**src/logic/cpuPkg.sv**
```systemverilog
// shared opcode, ALU and fetch-state types plus the lb/sb address and branch target tables
`default_nettype none

package cpuPkg;

  typedef enum logic [2:0] {
    rType0    = 3'b000,
    loadByte  = 3'b001,
    storeByte = 3'b010,
    addImm    = 3'b011,
    branch    = 3'b100,
    move      = 3'b101,
    shiftType = 3'b110,
    logicType = 3'b111
  } opcodeE;

  typedef enum logic [3:0] {
    opAdd, opSub, opLsl, opAsr, opLsr, opNot, opAnd, opOr, opMul, opPassA
  } aluOpE;

  typedef enum logic [1:0] {
    idle, running, halted
  } fetchStateE;

  // data address for each 5-bit lb/sb immediate
  localparam logic [7:0] addrTable [32] = '{
    8'h00, 8'h01, 8'h02, 8'h03, 8'h04, 8'h05, 8'h06, 8'h07,
    8'h10, 8'h11, 8'h20, 8'h21, 8'h30, 8'h31, 8'h40, 8'h41,
    8'h50, 8'h60, 8'h70, 8'h80, 8'h90, 8'hA0, 8'hB0, 8'hC0,
    8'hD0, 8'hE0, 8'hF0, 8'hF8, 8'hFC, 8'hFD, 8'hFE, 8'hFF
  };

  // branch targets, indexed by instr[3:0]
  localparam logic [7:0] jumpTable [16] = '{
    8'h00, 8'h08, 8'h10, 8'h18, 8'h20, 8'h28, 8'h30, 8'h38,
    8'h40, 8'h48, 8'h50, 8'h58, 8'h60, 8'h68, 8'h70, 8'h78
  };

endpackage

`default_nettype wire
```
**src/logic/ctrlIf.sv**
```systemverilog
// decoded control bundle, driven by the decoder and read by fetch, register file, ALU and memory
`default_nettype none

interface ctrlIf;
  cpuPkg::aluOpE aluOp;
  logic          aluSrc;      // selects the immediate operand
  logic [3:0]    regA;
  logic [3:0]    regB;
  logic [3:0]    wrAddr;
  logic          regWrite;
  logic          memWrite;
  logic          memToReg;    // write back from data memory
  logic [4:0]    immed;
  logic [7:0]    memAddr;
  logic          branchTaken;
  logic          halt;

  modport decoder (output aluOp, aluSrc, regA, regB, wrAddr, regWrite, memWrite,
                   memToReg, immed, memAddr, branchTaken, halt);
  modport rf (input regA, regB, wrAddr, regWrite);
  modport ex (input aluOp, aluSrc, immed);
  modport mem (input memAddr, memWrite);
  modport fetch (input branchTaken, halt);
endinterface

`default_nettype wire

```
**src/logic/controlDecoder.sv**
```systemverilog
// combinational instruction decoder, resolves branches and picks the write-back source
`default_nettype none

module controlDecoder (
  input  logic [8:0] instr,
  input  logic       active,
  input  logic [7:0] datA,
  input  logic [7:0] datB,
  input  logic [7:0] aluResult,
  input  logic [7:0] memOut,
  ctrlIf.decoder     ctrl,
  output logic [7:0] writeData,
  output logic [7:0] memIn
);

  cpuPkg::opcodeE opcode;
  logic [1:0]     funct;
  logic           wbMove;      // write back register operand A
  logic           tableAddr;   // lb/sb use the address table
  logic           storeFromA;
  logic           isBranch;
  logic           cond;

  assign opcode = cpuPkg::opcodeE'(instr[8:6]);
  assign funct  = instr[5:4];

  always_comb begin
    // defaults that each opcode overrides below
    ctrl.aluOp    = cpuPkg::opPassA;
    ctrl.aluSrc   = 1'b0;
    ctrl.regA     = 4'd0;
    ctrl.regB     = 4'd1;
    ctrl.wrAddr   = instr[3:0];
    ctrl.regWrite = 1'b1;
    ctrl.memWrite = 1'b0;
    ctrl.memToReg = 1'b0;
    ctrl.immed    = instr[5:1];
    ctrl.halt     = 1'b0;
    wbMove        = 1'b0;
    tableAddr     = 1'b0;
    storeFromA    = 1'b0;
    isBranch      = 1'b0;
    case (opcode)
      cpuPkg::rType0: begin
        case (funct)
          2'b00: ctrl.aluOp = cpuPkg::opAdd;
          2'b01: ctrl.aluOp = cpuPkg::opSub;
          2'b10: ctrl.memToReg = 1'b1;   // load via r0
          2'b11: begin                   // store via r0
            ctrl.regB     = instr[3:0];
            ctrl.regWrite = 1'b0;
            ctrl.memWrite = 1'b1;
          end
        endcase
      end
      cpuPkg::loadByte: begin
        tableAddr     = 1'b1;
        ctrl.wrAddr   = {3'b000, instr[0]};
        ctrl.memToReg = 1'b1;
      end
      cpuPkg::storeByte: begin
        tableAddr     = 1'b1;
        storeFromA    = 1'b1;
        ctrl.regA     = {3'b000, instr[0]};
        ctrl.regWrite = 1'b0;
        ctrl.memWrite = 1'b1;
      end
      cpuPkg::addImm: begin
        ctrl.wrAddr = 4'd1;
        ctrl.aluSrc = 1'b1;
        ctrl.aluOp  = cpuPkg::opAdd;
      end
      cpuPkg::branch: begin
        isBranch      = 1'b1;
        ctrl.regWrite = 1'b0;
      end
      cpuPkg::move: begin
        wbMove = 1'b1;
        if (instr[5]) begin
          ctrl.regA   = {3'b000, instr[0]};
          ctrl.wrAddr = instr[4:1];
        end else begin
          ctrl.regA   = instr[3:0];
          ctrl.wrAddr = {3'b000, instr[4]};
        end
      end
      cpuPkg::shiftType: begin
        case (funct)
          2'b00: ctrl.aluOp = cpuPkg::opLsl;
          2'b01: ctrl.aluOp = cpuPkg::opAsr;
          2'b10: ctrl.aluOp = cpuPkg::opLsr;
          2'b11: ctrl.aluOp = cpuPkg::opNot;
        endcase
      end
      cpuPkg::logicType: begin
        case (funct)
          2'b00: ctrl.aluOp = cpuPkg::opAnd;
          2'b01: ctrl.aluOp = cpuPkg::opOr;
          2'b10: ctrl.aluOp = cpuPkg::opMul;
          2'b11: begin                   // halt
            ctrl.regWrite = 1'b0;
            ctrl.halt     = 1'b1;
          end
        endcase
      end
      default: ;
    endcase
    if (!active) begin   // no side effects outside running
      ctrl.regWrite = 1'b0;
      ctrl.memWrite = 1'b0;
      ctrl.halt     = 1'b0;
    end
  end

  // data address, store data and branch condition
  always_comb begin
    ctrl.memAddr = tableAddr ? cpuPkg::addrTable[instr[5:1]] : datA;
    memIn        = storeFromA ? datA : datB;
    case (funct)
      2'b00:   cond = (datA == datB);
      2'b01:   cond = (datA != datB);
      2'b10:   cond = (datA < datB);
      default: cond = (datA <= datB);
    endcase
    ctrl.branchTaken = active & isBranch & cond;
  end

  assign writeData = ctrl.memToReg ? memOut : (wbMove ? datA : aluResult);

endmodule

`default_nettype wire

```
**src/flat_wrapper.sv**
```systemverilog
// flat-port wrapper written by rule: the top's interface ports become plain ports
module controlDecoder_flat 
  (instr, active, datA, datB, aluResult, memOut, writeData, memIn, ctrl_aluOp, ctrl_aluSrc, ctrl_regA, ctrl_regB, ctrl_wrAddr, ctrl_regWrite, ctrl_memWrite, ctrl_memToReg, ctrl_immed, ctrl_memAddr, ctrl_branchTaken, ctrl_halt);
  ctrlIf ctrl_i ();
  input  logic [8:0] instr;
  input  logic active;
  input  logic [7:0] datA;
  input  logic [7:0] datB;
  input  logic [7:0] aluResult;
  input  logic [7:0] memOut;
  output logic [7:0] writeData;
  output logic [7:0] memIn;
  output wire logic [$bits(ctrl_i.aluOp)-1:0] ctrl_aluOp;
  output wire logic [$bits(ctrl_i.aluSrc)-1:0] ctrl_aluSrc;
  output wire logic [$bits(ctrl_i.regA)-1:0] ctrl_regA;
  output wire logic [$bits(ctrl_i.regB)-1:0] ctrl_regB;
  output wire logic [$bits(ctrl_i.wrAddr)-1:0] ctrl_wrAddr;
  output wire logic [$bits(ctrl_i.regWrite)-1:0] ctrl_regWrite;
  output wire logic [$bits(ctrl_i.memWrite)-1:0] ctrl_memWrite;
  output wire logic [$bits(ctrl_i.memToReg)-1:0] ctrl_memToReg;
  output wire logic [$bits(ctrl_i.immed)-1:0] ctrl_immed;
  output wire logic [$bits(ctrl_i.memAddr)-1:0] ctrl_memAddr;
  output wire logic [$bits(ctrl_i.branchTaken)-1:0] ctrl_branchTaken;
  output wire logic [$bits(ctrl_i.halt)-1:0] ctrl_halt;
  assign ctrl_aluOp = ctrl_i.aluOp;
  assign ctrl_aluSrc = ctrl_i.aluSrc;
  assign ctrl_regA = ctrl_i.regA;
  assign ctrl_regB = ctrl_i.regB;
  assign ctrl_wrAddr = ctrl_i.wrAddr;
  assign ctrl_regWrite = ctrl_i.regWrite;
  assign ctrl_memWrite = ctrl_i.memWrite;
  assign ctrl_memToReg = ctrl_i.memToReg;
  assign ctrl_immed = ctrl_i.immed;
  assign ctrl_memAddr = ctrl_i.memAddr;
  assign ctrl_branchTaken = ctrl_i.branchTaken;
  assign ctrl_halt = ctrl_i.halt;
  controlDecoder u_core (.instr(instr), .active(active), .datA(datA), .datB(datB), .aluResult(aluResult), .memOut(memOut), .ctrl(ctrl_i), .writeData(writeData), .memIn(memIn));
endmodule
```
**config.mk**
```make
export PLATFORM = sky130hd
export DESIGN_NAME = controlDecoder_flat
export DESIGN_NICKNAME = d
export VERILOG_FILES = /design/src/logic/cpuPkg.sv /design/src/logic/ctrlIf.sv /design/src/logic/controlDecoder.sv /design/src/flat_wrapper.sv
export SDC_FILE = /design/constraint.sdc
export NUM_CORES = 1
export LEC_CHECK = 0
export ABC_AREA = 1
export BUFFER_PORTS_ARGS = -buffer_cell sky130_fd_sc_hd__buf_2
export CORE_MARGIN = 5
export CORE_UTILIZATION = 45
export DETAILED_ROUTE_END_ITERATION = 10
export PLACE_DENSITY = 0.95
export SYNTH_ARGS = -nofsm -noshare
export SYNTH_HDL_FRONTEND = slang
export SYNTH_SLANG_ARGS = --single-unit
```
**constraint.sdc**
```tcl
create_clock -name vclk -period 1.6
set_input_delay 0.08 -clock vclk [all_inputs]
set_output_delay 0.08 -clock vclk [all_outputs]
set_load 0.02 [all_outputs]
```
# Word-level counts from Yosys, hierarchy flattened
# Memories as Yosys holds them, arrays and structs flattened.
# Index checks and enable logic that the tools add are counted.
[op_classes]
n_eq_ne = 12
magnitude_cmp = 3
n_reduce_logical = 5
bitwise_logic = 3
muxes = 32
[ops]
columns = ["op", "n"]
rows = [
  ["8-bit two-way mux", 6],
  ["4-bit one-hot mux with 4 select lines", 2],
  ["4-bit one-hot mux with 3 select lines", 2],
  ["4-bit two-way mux", 4],
  ["4-bit one-hot mux with 2 select lines", 2],
  ["3-bit equality test (second input constant)", 4],
  ["1-bit two-way mux", 12],
  ["8-bit equality test", 1],
  ["8-bit less-or-equal comparator", 1],
  ["8-bit < comparator", 1],
  ["8-bit != test", 1],
  ["3-bit by 2-bit equality test with 1-bit output (second input constant)", 2],
  ["6-bit greater-or-equal comparator (second input constant)", 1],
  ["5-bit inverter with 6-bit output", 1],
  ["1-bit one-hot mux with 2 select lines", 3],
  ["2-bit OR reduction", 3],
  ["2-bit equality test (second input constant)", 2],
  ["3-bit by 1-bit equality test with 1-bit output (second input constant)", 1],
  ["3-bit zero test", 1],
  ["1-bit one-hot mux with 3 select lines", 1],
  ["1-bit AND", 2],
  ["2-bit by 1-bit equality test with 1-bit output (second input constant)", 1],
  ["2-bit zero test", 1],
]
[totals]
n_memories = 1
romBits = 256
output_inout_bits = 51
reg_bits = 0
word_cells = 56
[memory_table]
columns = ["name", "words", "width", "read_ports", "rd_ports_with_merged_regs", "write_ports", "line_no", "text"]
rows = [
  ["(name not given)", 32, 8, 1, 0, 0, "controlDecoder.sv:117", "ctrl.memAddr = tableAddr ? cpuPkg::addrTable[instr[5:1]] : datA;"],
]

# Depth between registers and ports, before layout
[logic_depth]
ltp_word = 5
mapped_depth = 10
depth_no_buf = 10

# Worst setup path after synthesis
# No wires, ideal clock.
[synth_path]
kind = "input -> output"
from = "input datB[7]"
to = "output ctrl_branchTaken"
slack_ps = 369
path_stages = 8
n_path_buf = 0
arrival_time_ps = 1151
path_cell_list = "inv_1 ha_1 nand2_1 nor2_1 nand3_1 nand2_1 inv_1 a21oi_1"
[synth_via]
elab_chain_cells = 3
elab_cells_between_ends = 6
classes_between = "2 x order compare; 2 x eq/ne; 1 x mux; 1 x bitwise"
[synth_lines]
columns = ["item", "line_no", "text"]
rows = [
  ["start: declaration", "flat_wrapper.sv:8", "input logic [7:0] datB;"],
  ["8-bit less-or-equal comparator, or another cell as far along", "controlDecoder.sv:123", "default: cond = (datA <= datB);"],
  ["1-bit one-hot mux with 3 select lines *", "controlDecoder.sv:119", "case (funct)"],
  ["1-bit AND *", "controlDecoder.sv:125", "ctrl.branchTaken = active & isBranch & cond;"],
  ["end: declaration", "flat_wrapper.sv:23", "output wire logic [$bits(ctrl_i.branchTaken)-1:0] ctrl_branchTaken;"],
]
# Every way passes the cells marked *; elsewhere a longest branch is shown, timed or not.

# Worst setup path after layout
[layout_path]
from = "input instr[8]"
to = "output ctrl_memAddr[4]"
[layout_via]
elab_chain_cells = 4
elab_cells_between_ends = 5
classes_between = "2 x eq/ne; 2 x mux; 1 x reduce/logical"
[layout_lines]
columns = ["item", "line_no", "text"]
rows = [
  ["start: declaration", "flat_wrapper.sv:5", "input logic [8:0] instr;"],
  ["3-bit by 1-bit equality test with 1-bit output or 3-bit by 2-bit equality test with 1-bit output (tied branches)", "controlDecoder.sv:43", "case (opcode)"],
  ["2-bit OR reduction (no line) *", "n/a", ""],
  ["1-bit two-way mux *", "controlDecoder.sv:43", ""],
  ["8-bit two-way mux *", "controlDecoder.sv:117", ""],
  ["end: declaration", "flat_wrapper.sv:22", "output wire logic [$bits(ctrl_i.memAddr)-1:0] ctrl_memAddr;"],
]
# Marked as above.

==> flow_summary_export.csv <==
group,metric,value,unit
floorplanning,rows,18,
yosys,yosysTopAreaCell,"nand2_1",
floorplanning,die_x,60.0,µm
yosys,ys_types,24,
power_and_ir_drop,leakagePower,0.00103,µW
sta,relSlewSlack,68.8,%
yosys,ys_warn_count,0,
route,drc_errors,0,
yosys,synthCells,220,
route,drt-total-wl,4060,µm
yosys,ys_seq_area_share,0,%
sta,max_slew.worst_pin.slew,0.467,ns
place,globalplace.congestion,0.942,
finish,final_nets,358,
finish,drive_gt1_share,34.2,%
yosys,synth_area_per_cell,5.12,µm²
floorplanning,boundaryPins,93,
place,place_ws,0.207,ns
route,initialDrtViolationCount,133,
setup_path,start_kind,"primary input",
route,drt-pass1-iter-count,6,
route,wl_per_cell,12.3,µm
global_routing,grt_max_degree,22,
power_and_ir_drop,peakVddDrop,0.234,mV
power_and_ir_drop,power.density,328,nW/µm²
sta,period_share,86.6,%
finish,nClkBuffers,0,
floorplanning,die_h,60.0,µm
sta,hold_violations,0,
global_routing,gr-total-overflow,0,
hold_path,hp-class,"primary input to output pin",
setup_path,critPathSlowestCell,"nand2_1",
status,status,"finished clean",
sta,slew_violations,0,
yosys,syn_area,1130,µm²
route,final_antenna_net_count,0,
setup_path,critPathRequiredTime,1.52,ns
global_routing,grt_pass1_wl,6190,µm
setup_path,worstSetupEndpoint,"ctrl_memAddr[4]",
place,io_buffers,93,
place,placed_area,1540,µm²
floorplanning,start_util,46.3,%
setup_path,critPathArrivalTime,1.31,ns
sta,rsz0062_at_grt,"no",
setup_path,path_cells,"buf_2 > inv_2 > nand3_1 > nand2_1 > o21ai_0 > o21ai_0 > buf_2",
sta,fmax,722,MHz
finish,n_fill_cell,254,
hold_path,holdPathStages,2,
sta,setup-tns-final,0,ns
yosys,post-synth-top-area-fraction,23.3,%
finish,regArea,0,µm²
sta,fin_crit,1.39,ns
yosys,synth_nets,275,
floorplanning,core-area,2430,µm²
setup_path,critical_path.startpoint,"instr[8]",
sta,setup_viol,0,
floorplanning,fp.dieArea,3600,µm²
run,cap_violations,0,
setup_path,path_max_fanout,16,
clocking,hold_buffers,0,
setup_path,path_class,"primary input to output pin",
finish,syn2layout_area_growth,37.1,%
sta,timing.final.ws_setup,0.215,ns
place,hpwlAfterDp,3410,µm
global_routing,grtUsageTotal,21.3,%
finish,seq_cells,0,
route,vias_per_cell,5.09,
finish,n_antenna_cell,0,
setup_path,cp-end-kind,"output pin",
yosys,ys_top_cells_by_area,"nand2_1 23%, ha_1 14%, inv_1 11%",
setup_path,critPathMaxStageDelay,0.38,ns
global_routing,grt_antenna_before_repair,0,
global_routing,grt_pass1_vias,1486,
route,num_vias,1686,
finish,final_area,1540,µm²
[final cells by class]
| cell class | count | area (µm²) | share of cell area (%) |
|---|---|---|---|
| tap | 30 | 37.5 | 2.43 |
| timing repair buffer | 95 | 480 | 31.1 |
| multi-input combinational | 170 | 891 | 57.7 |
| inverter | 36 | 135 | 8.75 |
[cells by family after synthesis]
| logic type | share of synthesized area [%] |
|---|---|
| and+or+nand+nor | 39.1 |
| AOI/OAI and AO/OA | 25.3 |
| buffers and inverters | 21.1 |
| adders and majority gates | 14.4 |
[how the worst min path moves through the flow]
stage             start  slack (ns)       endpoint
2_1_floorplan  instr[1]        0.27  ctrl_immed[0]
3_3_place_gp   instr[3]        0.45  ctrl_immed[2]
3_5_place_dp   instr[3]        0.45  ctrl_immed[2]
4_1_cts        instr[3]        0.45  ctrl_immed[2]
5_1_grt        instr[3]        0.46  ctrl_immed[2]
6_report       instr[3]        0.45  ctrl_immed[2]
[cells in the mapped netlist]
cell and count:
nand4_1 1, nand2_4 1, nor3_4 1, a31oi_1 1, nand3_1 12, ha_1 13
o211ai_1 2, clkbuf_2 1, nand2_1 70, clkbuf_1 1, inv_2 4, nor2_1 17
buf_4 6, buf_2 3, inv_1 32, o21ai_0 23, a21oi_1 11, o21ai_1 8
buf_6 3, o221ai_1 1, nor3_1 4, a21boi_4 1, a21o_1 1, o22ai_1 3
[layout by cell type, fill, tap and decap left out]
master and instances:
o22ai_1 3, a31oi_1 1, nor3_4 1, o21ai_0 23, o211ai_1 2, a21o_1 1, nor2_2 1, nand3_1 12
a21oi_1 11, nor2_1 16, ha_1 13, inv_1 32, buf_2 93, nand2_1 70, nor3_1 4, nand2_4 1
nand4_1 1, buf_4 2, o21ai_1 8, o221ai_1 1, inv_2 4, a21boi_4 1
[power breakdown]
group	internal (µW)	switching [µW]
Sequential	0	0
Combinational	175	331
Clock	0	0
Total	175	331
[metrics by stage]
step	cells	util [%]	hold slack, ns	power [µW]
floorplan	220	-	0.273	333
global placement	331	63.4	0.452	496
global route	331	63.5	0.465	560
finish	331	63.5	0.454	506
CTS	331	63.4	0.454	504
detailed placement	331	63.4	0.454	503
[per-layer routing]
metal | part of all wire (%) | GRT usage, % | wire [µm] | vias up
met5 | 0 | 0 | 0 | -
met4 | 1.4 | 5.70 | 58 | 0
met3 | 12 | 1.51 | 473 | 6
met2 | 46 | 36.6 | 1880 | 88
met1 | 41 | 28.3 | 1650 | 725
li1 | - | - | - | 867
[what timing repair did]
action / 4_1_cts / 5_1_grt
setup endpoints to repair: 0 / 1
setup buffers: 0 / 0
gates resized for setup: 0 / 1
[critical path: cells and delay by family]
kind	cells	cell delay, ns
and+or+nand+nor	2	0.49
buffers and inverters	3	0.46
AOI/OAI and AO/OA	2	0.28
(Power assumes the default switching activity.)
